===== src/source/core_pkg.sv =====
package core_pkg;

    typedef logic [31:0] instr_t;
    typedef logic [4:0]  reg_idx_t;
    typedef logic [6:0]  opcode_t;

    // bypass source for one operand of the instruction in EX.
    typedef enum logic [1:0] {
        FWD_NONE = 2'd0,
        FWD_MEM  = 2'd1,
        FWD_WB   = 2'd2
    } fwd_sel_t;

    typedef enum logic [2:0] {
        NOP      = 3'd0,
        R_FORMAT = 3'd1,
        I_FORMAT = 3'd2,
        S_FORMAT = 3'd3,
        B_FORMAT = 3'd4,
        U_FORMAT = 3'd5,
        J_FORMAT = 3'd6
    } format_t;

    localparam opcode_t OP_LOAD   = 7'b0000011;
    localparam opcode_t OP_IMM    = 7'b0010011;
    localparam opcode_t OP_REG    = 7'b0110011;
    localparam opcode_t OP_STORE  = 7'b0100011;
    localparam opcode_t OP_BRANCH = 7'b1100011;
    localparam opcode_t OP_LUI    = 7'b0110111;
    localparam opcode_t OP_AUIPC  = 7'b0010111;
    localparam opcode_t OP_JAL    = 7'b1101111;
    localparam opcode_t OP_JALR   = 7'b1100111;

    localparam instr_t INSTR_NOP = 32'h0000_0013; // addi x0, x0, 0.

    function automatic opcode_t opcode_of(instr_t instr);
        return instr[6:0];
    endfunction

    function automatic reg_idx_t rd_of(instr_t instr);
        return instr[11:7];
    endfunction

    function automatic reg_idx_t rs1_of(instr_t instr);
        return instr[19:15];
    endfunction

    function automatic reg_idx_t rs2_of(instr_t instr);
        return instr[24:20];
    endfunction

    // jalr is sorted as a jump but still reads its base register.
    function automatic logic uses_rs1(format_t fmt, instr_t instr);
        return (fmt == I_FORMAT) || (fmt == S_FORMAT) || (fmt == R_FORMAT) ||
               (fmt == B_FORMAT) || ((fmt == J_FORMAT) && (opcode_of(instr) == OP_JALR));
    endfunction

    function automatic logic uses_rs2(format_t fmt);
        return (fmt == S_FORMAT) || (fmt == R_FORMAT) || (fmt == B_FORMAT);
    endfunction

endpackage


===== src/source/instr_decoder.sv =====
`timescale 1ns/1ps

module instr_decoder (
    input  core_pkg::instr_t  instr_i,
    output core_pkg::format_t format_o,
    output logic              is_load_o,
    output logic              writes_rd_o
);
    import core_pkg::*;

    opcode_t  opcode;
    reg_idx_t rd;

    assign opcode = opcode_of(instr_i);
    assign rd     = rd_of(instr_i);

    always_comb begin
        format_o = NOP;
        if (instr_i != INSTR_NOP) begin // the canonical nop is caught before the opcode.
            case (opcode)
                OP_LOAD, OP_IMM: begin
                    format_o = I_FORMAT;
                end
                OP_REG: begin
                    format_o = R_FORMAT;
                end
                OP_STORE: begin
                    format_o = S_FORMAT;
                end
                OP_BRANCH: begin
                    format_o = B_FORMAT;
                end
                OP_LUI, OP_AUIPC: begin
                    format_o = U_FORMAT;
                end
                OP_JAL, OP_JALR: begin
                    format_o = J_FORMAT;
                end
                default: begin
                    format_o = NOP; // unknown opcodes travel as harmless nops.
                end
            endcase
        end
    end

    assign is_load_o = (format_o == I_FORMAT) && (opcode == OP_LOAD);

    // only formats with an rd field write back, and x0 never counts as a write.
    always_comb begin
        case (format_o)
            R_FORMAT, I_FORMAT, U_FORMAT, J_FORMAT: begin
                writes_rd_o = (rd != '0);
            end
            default: begin
                writes_rd_o = 1'b0;
            end
        endcase
    end

endmodule


===== src/source/stall_controller.sv =====
`timescale 1ns/1ps

module stall_controller (
    input  logic              clk,
    input  logic              rst,
    input  core_pkg::instr_t  id_instr_i,
    input  core_pkg::format_t id_format_i,
    input  logic              id_valid_i,
    input  core_pkg::instr_t  ex_instr_i,
    input  logic              ex_is_load_i,
    input  logic              ex_valid_i,
    input  logic              stall_req_i,
    input  logic              unstall_i,
    output logic              stall_o,
    output logic              pipeline_stalled_o
);
    import core_pkg::*;

    logic     stalled_next;
    logic     load_use;
    reg_idx_t ld_rd;
    reg_idx_t id_rs1;
    reg_idx_t id_rs2;

    // the sticky stall already counts in the cycle it is requested.
    assign stalled_next = (stall_req_i | pipeline_stalled_o) & ~unstall_i;

    always_ff @(posedge clk, negedge rst) begin
        if (!rst) begin
            pipeline_stalled_o <= 1'b0;
        end else begin
            pipeline_stalled_o <= stalled_next;
        end
    end

    assign ld_rd  = rd_of(ex_instr_i);
    assign id_rs1 = rs1_of(id_instr_i);
    assign id_rs2 = rs2_of(id_instr_i);

    always_comb begin
        load_use = 1'b0;
        if (id_valid_i && ex_valid_i && ex_is_load_i && (ld_rd != '0)) begin
            if (uses_rs1(id_format_i, id_instr_i) && (id_rs1 == ld_rd)) begin
                load_use = 1'b1;
            end
            if (uses_rs2(id_format_i) && (id_rs2 == ld_rd)) begin
                load_use = 1'b1;
            end
        end
    end

    assign stall_o = stalled_next | load_use;

    // a release always takes effect on the following edge.
    property p_unstall_clears;
        @(posedge clk) disable iff (!rst)
            unstall_i |=> !pipeline_stalled_o;
    endproperty
    a_unstall_clears: assert property (p_unstall_clears)
        else $error("sticky stall survived an unstall request");

    // a nop reads no registers, so only the external stall may hold it.
    property p_nop_no_hazard;
        @(posedge clk) disable iff (!rst)
            (id_valid_i && (id_format_i == NOP) && !stalled_next) |-> !stall_o;
    endproperty
    a_nop_no_hazard: assert property (p_nop_no_hazard)
        else $error("load-use stall raised for a nop in ID");

endmodule


===== src/source/issue_pipe.sv =====
`timescale 1ns/1ps

module issue_pipe (
    input  logic               clk,
    input  logic               rst,
    input  logic               instr_valid_i,
    input  core_pkg::instr_t   instr_i,
    output logic               instr_ready_o,
    input  logic               stall_i,
    input  logic               id_is_load_i,
    input  logic               id_writes_rd_i,
    input  core_pkg::format_t  id_format_i,
    output logic               id_valid_o,
    output core_pkg::instr_t   id_instr_o,
    output logic               ex_valid_o,
    output core_pkg::instr_t   ex_instr_o,
    output core_pkg::format_t  ex_format_o,
    output logic               ex_is_load_o,
    output core_pkg::reg_idx_t mem_rd_o,
    output logic               mem_wr_o,
    output core_pkg::reg_idx_t wb_rd_o,
    output logic               wb_wr_o
);
    import core_pkg::*;

    logic accept;
    logic id_advance;
    logic ex_wr;

    assign id_advance    = id_valid_o & ~stall_i;
    assign instr_ready_o = ~id_valid_o | ~stall_i; // an empty ID slot takes a word even when stalled.
    assign accept        = instr_valid_i & instr_ready_o;

    // valid bits and write flags.
    always_ff @(posedge clk, negedge rst) begin
        if (!rst) begin
            id_valid_o <= 1'b0;
            ex_valid_o <= 1'b0;
            mem_wr_o   <= 1'b0;
            wb_wr_o    <= 1'b0;
        end else begin
            if (accept) begin
                id_valid_o <= 1'b1;
            end else if (id_advance) begin
                id_valid_o <= 1'b0;
            end
            ex_valid_o <= id_advance; // a stall turns into a bubble here.
            mem_wr_o   <= ex_valid_o & ex_wr;
            wb_wr_o    <= mem_wr_o;
        end
    end

    // instruction words and the decoder flags that ride along with them.
    always_ff @(posedge clk) begin
        if (accept) begin
            id_instr_o <= instr_i;
        end
        if (id_advance) begin
            ex_instr_o   <= id_instr_o;
            ex_format_o  <= id_format_i;
            ex_is_load_o <= id_is_load_i;
            ex_wr        <= id_writes_rd_i;
        end
        mem_rd_o <= rd_of(ex_instr_o);
        wb_rd_o  <= mem_rd_o;
    end

    property p_no_ready_when_held;
        @(posedge clk) disable iff (!rst)
            (stall_i && id_valid_o) |-> !instr_ready_o;
    endproperty
    a_no_ready_when_held: assert property (p_no_ready_when_held)
        else $error("input ready while a stalled word sits in ID");

endmodule


===== src/source/forward_unit.sv =====
`timescale 1ns/1ps

module forward_unit (
    input  core_pkg::instr_t   ex_instr_i,
    input  core_pkg::format_t  ex_format_i,
    input  logic               ex_valid_i,
    input  core_pkg::reg_idx_t mem_rd_i,
    input  logic               mem_wr_i,
    input  core_pkg::reg_idx_t wb_rd_i,
    input  logic               wb_wr_i,
    output core_pkg::fwd_sel_t fwd_a_o,
    output core_pkg::fwd_sel_t fwd_b_o
);
    import core_pkg::*;

    logic use_a;
    logic use_b;

    // the write flags are never set for x0, so no x0 check is needed here.
    function automatic fwd_sel_t pick_source(
        input reg_idx_t rs,
        input logic     used,
        input reg_idx_t mem_rd,
        input logic     mem_wr,
        input reg_idx_t wb_rd,
        input logic     wb_wr
    );
        fwd_sel_t sel;
        sel = FWD_NONE;
        if (used) begin
            if (mem_wr && (mem_rd == rs)) begin
                sel = FWD_MEM; // the younger result wins.
            end else if (wb_wr && (wb_rd == rs)) begin
                sel = FWD_WB;
            end
        end
        return sel;
    endfunction

    assign use_a = ex_valid_i && uses_rs1(ex_format_i, ex_instr_i);
    assign use_b = ex_valid_i && uses_rs2(ex_format_i);

    always_comb begin
        fwd_a_o = pick_source(rs1_of(ex_instr_i), use_a, mem_rd_i, mem_wr_i, wb_rd_i, wb_wr_i);
        fwd_b_o = pick_source(rs2_of(ex_instr_i), use_b, mem_rd_i, mem_wr_i, wb_rd_i, wb_wr_i);
    end

    always_comb begin
        assert final ((fwd_a_o != 2'd3) && (fwd_b_o != 2'd3))
            else $error("bypass select took the unused code 3");
    end

endmodule


===== src/source/pipe_hazard_top.sv =====
`timescale 1ns/1ps

module pipe_hazard_top (
    input  logic               clk,
    input  logic               rst,
    input  logic               instr_valid_i,
    input  core_pkg::instr_t   instr_i,
    output logic               instr_ready_o,
    input  logic               stall_req_i,
    input  logic               unstall_i,
    output logic               ex_valid_o,
    output core_pkg::instr_t   ex_instr_o,
    output core_pkg::fwd_sel_t fwd_a_o,
    output core_pkg::fwd_sel_t fwd_b_o,
    output logic               stall_o,
    output logic               pipeline_stalled_o
);
    import core_pkg::*;

    format_t  id_format;
    logic     id_is_load;
    logic     id_writes_rd;
    logic     id_valid;
    instr_t   id_instr;
    format_t  ex_format;
    logic     ex_is_load;
    reg_idx_t mem_rd;
    logic     mem_wr;
    reg_idx_t wb_rd;
    logic     wb_wr;

    issue_pipe issue_pipe_inst (
        .clk            (clk),
        .rst            (rst),
        .instr_valid_i  (instr_valid_i),
        .instr_i        (instr_i),
        .instr_ready_o  (instr_ready_o),
        .stall_i        (stall_o),
        .id_is_load_i   (id_is_load),
        .id_writes_rd_i (id_writes_rd),
        .id_format_i    (id_format),
        .id_valid_o     (id_valid),
        .id_instr_o     (id_instr),
        .ex_valid_o     (ex_valid_o),
        .ex_instr_o     (ex_instr_o),
        .ex_format_o    (ex_format),
        .ex_is_load_o   (ex_is_load),
        .mem_rd_o       (mem_rd),
        .mem_wr_o       (mem_wr),
        .wb_rd_o        (wb_rd),
        .wb_wr_o        (wb_wr)
    );

    instr_decoder instr_decoder_inst (
        .instr_i     (id_instr),
        .format_o    (id_format),
        .is_load_o   (id_is_load),
        .writes_rd_o (id_writes_rd)
    );

    stall_controller stall_controller_inst (
        .clk                (clk),
        .rst                (rst),
        .id_instr_i         (id_instr),
        .id_format_i        (id_format),
        .id_valid_i         (id_valid),
        .ex_instr_i         (ex_instr_o),
        .ex_is_load_i       (ex_is_load),
        .ex_valid_i         (ex_valid_o),
        .stall_req_i        (stall_req_i),
        .unstall_i          (unstall_i),
        .stall_o            (stall_o),
        .pipeline_stalled_o (pipeline_stalled_o)
    );

    forward_unit forward_unit_inst (
        .ex_instr_i  (ex_instr_o),
        .ex_format_i (ex_format),
        .ex_valid_i  (ex_valid_o),
        .mem_rd_i    (mem_rd),
        .mem_wr_i    (mem_wr),
        .wb_rd_i     (wb_rd),
        .wb_wr_i     (wb_wr),
        .fwd_a_o     (fwd_a_o),
        .fwd_b_o     (fwd_b_o)
    );

endmodule


===== config.mk =====
export PLATFORM = sky130hd
export DESIGN_NAME = pipe_hazard_top
export DESIGN_NICKNAME = d
export VERILOG_FILES = /design/src/source/core_pkg.sv /design/src/source/instr_decoder.sv /design/src/source/stall_controller.sv /design/src/source/issue_pipe.sv /design/src/source/forward_unit.sv /design/src/source/pipe_hazard_top.sv
export SDC_FILE = /design/constraint.sdc
export NUM_CORES = 1
export LEC_CHECK = 0
export ABC_CLOCK_PERIOD_IN_PS = 6000
export BUFFER_PORTS_ARGS = -buffer_cell sky130_fd_sc_hd__buf_2
export CAP_MARGIN = 15
export CELL_PAD_IN_SITES_DETAIL_PLACEMENT = 1
export CELL_PAD_IN_SITES_GLOBAL_PLACEMENT = 2
export CORE_MARGIN = 2
export CORE_UTILIZATION = 34
export DETAILED_ROUTE_END_ITERATION = 10
export PLACE_DENSITY_LB_ADDON = 0.12
export SYNTH_ARGS = -nofsm -noshare
export SYNTH_HDL_FRONTEND = slang
export SYNTH_SLANG_ARGS = --single-unit

===== constraint.sdc =====
create_clock -name clk -period 6 [get_ports clk]
set_input_delay 1.2 -clock clk [delete_from_list [all_inputs] [get_ports clk]]
set_output_delay 1.2 -clock clk [all_outputs]
set_load 0.02 [all_outputs]

Word level (Yosys, flattened, before mapping)
Index checks and enable logic that the tools add are counted.
{"block": "totals", "regBits": 84, "inputBits": 37, "output_inout_bits": 40, "wordCells": 96}
{"block": "classes", "eq_ne": 28, "n_mux": 13, "bitwise_logic": 10, "reduce_logical": 33}
{"cell": "$ne A32 B5 Y1 const B", "count": 1}
{"cell": "$eq A5 B5 Y1", "count": 6}
{"cell": "$eq A7 B7 Y1 const B", "count": 4}
{"cell": "$eq A7 B6 Y1 const B", "count": 3}
{"cell": "$pmux W3 S6", "count": 1}
{"cell": "$eq A3 B3 Y1 const B", "count": 5}
{"cell": "$eq A7 B5 Y1 const B", "count": 2}
{"cell": "$logic_and A1 B1 Y1", "count": 14}
{"cell": "$eq A3 B2 Y1 const B", "count": 4}
{"cell": "$logic_or A1 B1 Y1", "count": 12}
{"cell": "$mux W2", "count": 6}
{"cell": "$reduce_bool A5 Y1", "count": 2}
{"cell": "$eq A7 B2 Y1 const B", "count": 1}
{"cell": "$eq A3 B1 Y1 const B", "count": 2}
{"cell": "$reduce_or A2 Y1", "count": 3}
{"cell": "$mux W1", "count": 5}
{"cell": "$and A1 B1 Y1", "count": 4}
{"cell": "$reduce_or A4 Y1", "count": 1}
{"cell": "$mux W3", "count": 1}
{"cell": "$not A1 Y1", "count": 3}
{"cell": "$or A1 B1 Y1", "count": 3}
{"cell": "$reduce_bool A2 Y1", "count": 1}

Longest topological paths before layout
{"block": "depth", "ltp_word": 18, "ltp_mapped": 6}

Modules after synthesis
A second synthesis with hierarchy kept.
{"block": "hier_totals", "cells_unflattened": 185, "hier_area_um2": 3149.3}
{"module": "issue_pipe", "n_inst": 1, "cells_each": 88, "area_each_um2": 2403.6, "seq_area_each_um2": 2372.3}
{"module": "forward_unit", "n_inst": 1, "cells_each": 42, "area_each_um2": 330.3, "seq_area_each_um2": 0.0}
{"module": "stall_controller", "n_inst": 1, "cells_each": 28, "area_each_um2": 229.0, "seq_area_each_um2": 25.0}
{"module": "instr_decoder", "n_inst": 1, "cells_each": 27, "area_each_um2": 186.4, "seq_area_each_um2": 0.0}

Least setup slack after synthesis
OpenSTA, ideal clock, no wires.
{"block": "synth_path", "path_type": "reg-to-reg", "start": "reg issue_pipe_inst.ex_instr_o[7]", "end": "reg issue_pipe_inst.ex_format_o[0] (enable)", "setup_time_ns": 0.489, "arrival_ns": 4.334, "t_required_ns": 5.511, "slack_ns": 1.177, "stages_incl_launch_ff": 6, "n_path_buf": 0, "period_less_slack_ns": 4.823, "cell_sequence": "edfxtp_1 > or4_1 > o2111ai_1 > a41oi_1 > a21o_1 > a211oi_1"}
{"block": "synth_via", "elab_chain_len": 8, "elab_cells_between_ends": 12}
{"element": "start, declared", "line": "issue_pipe.sv:16", "source": "output core_pkg::instr_t ex_instr_o,"}
{"element": "start signal, assigned", "line": "issue_pipe.sv:59", "source": "ex_instr_o <= id_instr_o;"}
{"element": "$eq A5 B5 Y1", "line": "stall_controller.sv:43", "source": "if (uses_rs1(id_format_i, id_instr_i) && (id_rs1 == ld_rd)) begin"}
{"element": "$logic_and A1 B1 Y1", "line": "stall_controller.sv:43"}
{"element": "$mux W1", "line": "stall_controller.sv:43"}
{"element": "$mux W1", "line": "stall_controller.sv:46", "source": "if (uses_rs2(id_format_i) && (id_rs2 == ld_rd)) begin"}
{"element": "$mux W1 (*)", "line": "stall_controller.sv:42", "source": "if (id_valid_i && ex_valid_i && ex_is_load_i && (ld_rd != '0)) begin"}
{"element": "$or A1 B1 Y1 (*)", "line": "stall_controller.sv:52", "source": "assign stall_o = stalled_next | load_use;"}
{"element": "$not A1 Y1 (*)", "line": "issue_pipe.sv:30", "source": "assign id_advance = id_valid_o & ~stall_i;"}
{"element": "$and A1 B1 Y1 (*)", "line": "issue_pipe.sv:30"}
{"element": "net issue_pipe_inst.id_advance", "line": "issue_pipe.sv:27", "source": "logic id_advance;"}
{"element": "end signal, assigned", "line": "issue_pipe.sv:60", "source": "ex_format_o <= id_format_i;"}
{"element": "end, declared", "line": "issue_pipe.sv:17", "source": "output core_pkg::format_t ex_format_o,"}
Mark *: on every way through the listed nets, which the timed path passes. The rest lies on a longest branch.
A chain may end at the register's enable or synchronous reset.

Worst setup path in the final report
{"block": "layout_path", "start": "reg issue_pipe_inst.id_instr_o[4]", "end": "out stall_o"}
{"block": "layout_via", "elab_chain_len": 14, "elab_cells_between_ends": 33}
{"element": "start, declared", "line": "issue_pipe.sv:14", "source": "output core_pkg::instr_t id_instr_o,"}
{"element": "start signal, assigned", "line": "issue_pipe.sv:56", "source": "id_instr_o <= instr_i;"}
{"element": "$eq A7 B7 Y1, or another cell as far along", "line": "instr_decoder.sv:20", "source": "case (opcode)"}
{"element": "$reduce_or A2 Y1", "line": "instr_decoder.sv:20"}
{"element": "$pmux W3 S6", "line": "instr_decoder.sv:20"}
{"element": "$mux W3 (*)", "line": "instr_decoder.sv:19", "source": "if (instr_i != INSTR_NOP) begin"}
{"element": "net id_format[1]", "line": "pipe_hazard_top.sv:20", "source": "format_t id_format;"}
{"element": "$eq A3 B2 Y1, on equally long branches", "line": "core_pkg.sv:54, core_pkg.sv:59"}
{"element": "$logic_or A1 B1 Y1 (3 in a row)", "line": "core_pkg.sv:54", "source": "return (fmt == I_FORMAT) || (fmt == S_FORMAT) || (fmt == R_FORMAT) ||"}
{"element": "$logic_or A1 B1 Y1", "line": "core_pkg.sv:55", "source": "(fmt == B_FORMAT) || ((fmt == J_FORMAT) && (opcode_of(instr) == OP_JALR));"}
{"element": "$logic_and A1 B1 Y1", "line": "stall_controller.sv:43"}
{"element": "$mux W1", "line": "stall_controller.sv:43"}
{"element": "$mux W1 (*)", "line": "stall_controller.sv:46"}
{"element": "$mux W1 (*)", "line": "stall_controller.sv:42"}
{"element": "$or A1 B1 Y1 (*)", "line": "stall_controller.sv:52"}
{"element": "end, declared", "line": "pipe_hazard_top.sv:15", "source": "output logic stall_o,"}
Marked as above.

==> flow_summary.toml <==
[setup_path]
endpoint = "stall_o"
path_class = "reg -> out"
rr_worst_depth = 5
regToRegStartpoint = "issue_pipe_inst.ex_instr_o[7]"
slowest_delay_ps = 550
crit_fanout = 9
r2r_slack_ps = 2960
worstPathArrival_ps = 2570
start_kind = "register"
startpoint = "issue_pipe_inst.id_instr_o[4]"
critPathRequiredTime_ps = 4800
crit_slowest_cell = "or4_1"
worstSetupEndpointType = "output port"
r2r-end = "issue_pipe_inst.id_instr_o[18]"
path_cells = "or4_1 > a31oi_1 > o31a_2 > o2bb2ai_1 > a21o_2 > buf_2"

[cts]
htreeDepth = 3
root_buffer = "clkbuf_8"
holdBufCountCts = 0
cts_tree = "done"
post_cts_buffers = 0
clk_path_buf_depth = 2
clock_latency_ps = 350
postCtsResizedCells = 0
cts_buffers = 9
cts_sinks = 84
cts.clk_slew.worst_paths_ps = 90

[finish]
utilization_pct = 42.7
nNetsFinal = 317
diodes = 0
final_common_cell = "buf_2"
final_cell_mix = "buf_2 (76), edfxtp_1 (69), xor2_1 (18), xnor2_1 (12)"
instances_no_fill = 396
area_growth_pct = 23.6
drive_above_1_share_pct = 35.4

[die]
die_x_um = 100
row_count = 35
dieArea_um2 = 10000
die_h_um = 100
floorplan.initialDensity_pct = 34.5
coreArea_um2 = 9110
ioPinCount = 77

[sta]
timing.hold.ws_ps = 395
slew_headroom_pct = 28.6
skew_ps = 6.87
tns_ps = 0
setup_viol = 0
period_share_pct = 62.8
worst-slew-pin-transition_ps = 1070
slew_viol_final = 0
fmax_ghz = 0.265
grt_setup_unrepaired = "false"
period_needed_ps = 3770
hold_viol = 0

[logic_synthesis]
synth.mux.area_fraction_pct = 0.358
ys.flop_type = "edfxtp_1"
syn_nets = 230
synth_top_family_by_area = "simple AND/OR/NAND/NOR gates"
ys_warn_count = 0
synthArstFlopShare_pct = 5.95
ys_seq_elements = 84
synth_cells = 193
ys_types = 38
synth_top_area_cell = "edfxtp_1"
syn_avg_cell_area_um2 = 16.3
synthSimpleGateAreaFrac_pct = 9.63
yosys-top-cells-area = "edfxtp_1 (66%), dfxtp_1 (6.4%), xor2_1 (5.0%)"
netlist_area_um2 = 3140
synth_edf_count = 69
synth_compound_area_share_pct = 4.93
synth_xor_area_share_pct = 8.36
yosysTopAreaCellShare_pct = 65.9
synthAdderAreaFrac_pct = 0
ys_seq_area_share_pct = 76.2

[grt]
grt_first_pass_wirelength_mm = 10.5
antenna_found_initial = 0
grt_pass1_vias = 2000
gr-total-overflow = 0
grt_max_degree = 39
grt_usage_pct = 14.2

[route]
drt-wirelength-per-cell_um = 16.8
vias = 1915
routed_wl_mm = 6.64
drc = 0
drt_iter0_drc = 91
vias_per_cell = 4.84
ant_nets = 0
dr.pass1.iters = 4

[power_and_ir_drop]
power_frac_seq_pct = 58.4
switching_share_pct = 25.1
p_comb_share_pct = 8.9
p_leak_nw = 1.46
powerDensity_nw_per_um2 = 314
peakVddDrop_mv = 0.127
switchingPower_mw = 0.306
internal_power_mw = 0.915
p_clk_share_pct = 32.7

[placed_design]
port_buffers = 76
hpwlAfterDp_mm = 4.97
dp_cells = 380
gp_congestion = 0.777

[run_status]
status = "complete, no violations"

[worst_hold_path]
hold_class = "reg -> reg"

[flow_run]
drv_cap = 0
flip-flops by register name, summed over array words and instances (netlist names):
name                                      flops
issue_pipe_inst.id_valid_o                    1
issue_pipe_inst.ex_format_o                   3
issue_pipe_inst.ex_is_load_o                  1
issue_pipe_inst.ex_instr_o                   32
issue_pipe_inst.wb_rd_o                       5
issue_pipe_inst.wb_wr_o                       1
issue_pipe_inst.id_instr_o                   32
issue_pipe_inst.ex_valid_o                    1
issue_pipe_inst.ex_wr                         1
stall_controller_inst.pipeline_stalled_o      1
issue_pipe_inst.mem_wr_o                      1
issue_pipe_inst.mem_rd_o                      5
power groups by stage:
stage | clock network (mW) | logic, mW | registers [mW]
after global routing | 0.439 | 0.119 | 0.720
after floorplan | 0 | 0.0463 | 0.738
after detailed placement | 0 | 0.111 | 0.727
final | 0.400 | 0.109 | 0.713
after global placement | 0 | 0.109 | 0.726
after CTS | 0.415 | 0.111 | 0.714
metal layers:
metal,global-route usage [%],vias to the layer above,share of wire (%)
met2,23.1,57,49
met3,2.92,8,4.8
li1,-,915,-
met1,18.1,935,45
met4,6.64,0,1.8
met5,0,-,0
per-stage QoR:
| step | instance area [µm²] | total power [mW] | setup WS, ps |
|---|---|---|---|
| after CTS | 3890 | 1.24 | 2200 |
| final | 3890 | 1.22 | 2230 |
| after global routing | 3890 | 1.28 | 2110 |
| after detailed placement | 3690 | 0.838 | 2600 |
| after global placement | 3690 | 0.836 | 2640 |
| after floorplan | 3140 | 0.785 | 1180 |
final cells by class:
type                    instances  area, µm²
multi-input cells             106        756
clock inverters                 7       75.1
repair buffers                 77        388
well taps                     111        139
flip-flops and latches         84       2400
fillers                       963       5220
inverters                       2       7.51
clock buffers                   9        124
worst max-delay path: cells and delay by family (launching register included):
family | cells | cell delay [ps]
AOI/OAI and AO/OA | 4 | 1020
and+or+nand+nor | 1 | 550
DFF | 1 | 510
buffers and inverters | 1 | 150
synthesized netlist by cell type, types with 2 or more instances:
library cell,count
a21o_1,2
a21oi_1,4
dfrtp_1,5
dfxtp_1,10
edfxtp_1,69
inv_1,2
nand2_1,8
nand3_1,6
nand4_1,2
nand4b_1,2
nor2_1,11
nor3_1,3
nor3b_1,2
nor4_1,11
o21ai_0,3
or4_1,3
xnor2_1,12
xor2_1,18
cells by family after synthesis:
| kind of cell | count (synthesis) |
|---|---|
| AO/OA/AOI/OAI | 21 |
| XOR/XNOR | 30 |
| buffers and inverters | 3 |
| flip-flops | 84 |
| multiplexers | 1 |
| AND/OR/NAND/NOR | 54 |
how the worst min path moves through the flow:
| stage | start | to | slack [ps] | cells past startpoint |
|---|---|---|---|---|
| after floorplan | issue_pipe_inst.mem_wr_o | issue_pipe_inst.wb_wr_o | 370 | 0 |
| after global placement | issue_pipe_inst.mem_rd_o[2] | issue_pipe_inst.wb_rd_o[2] | 380 | 0 |
| after detailed placement | issue_pipe_inst.mem_rd_o[3] | issue_pipe_inst.wb_rd_o[3] | 390 | 0 |
| after CTS | issue_pipe_inst.mem_rd_o[3] | issue_pipe_inst.wb_rd_o[3] | 400 | 0 |
| after global routing | issue_pipe_inst.mem_rd_o[3] | issue_pipe_inst.wb_rd_o[3] | 400 | 0 |
| final | issue_pipe_inst.mem_rd_o[1] | issue_pipe_inst.wb_rd_o[1] | 400 | 0 |
Note: power is estimated with default switching activity, not from simulation.
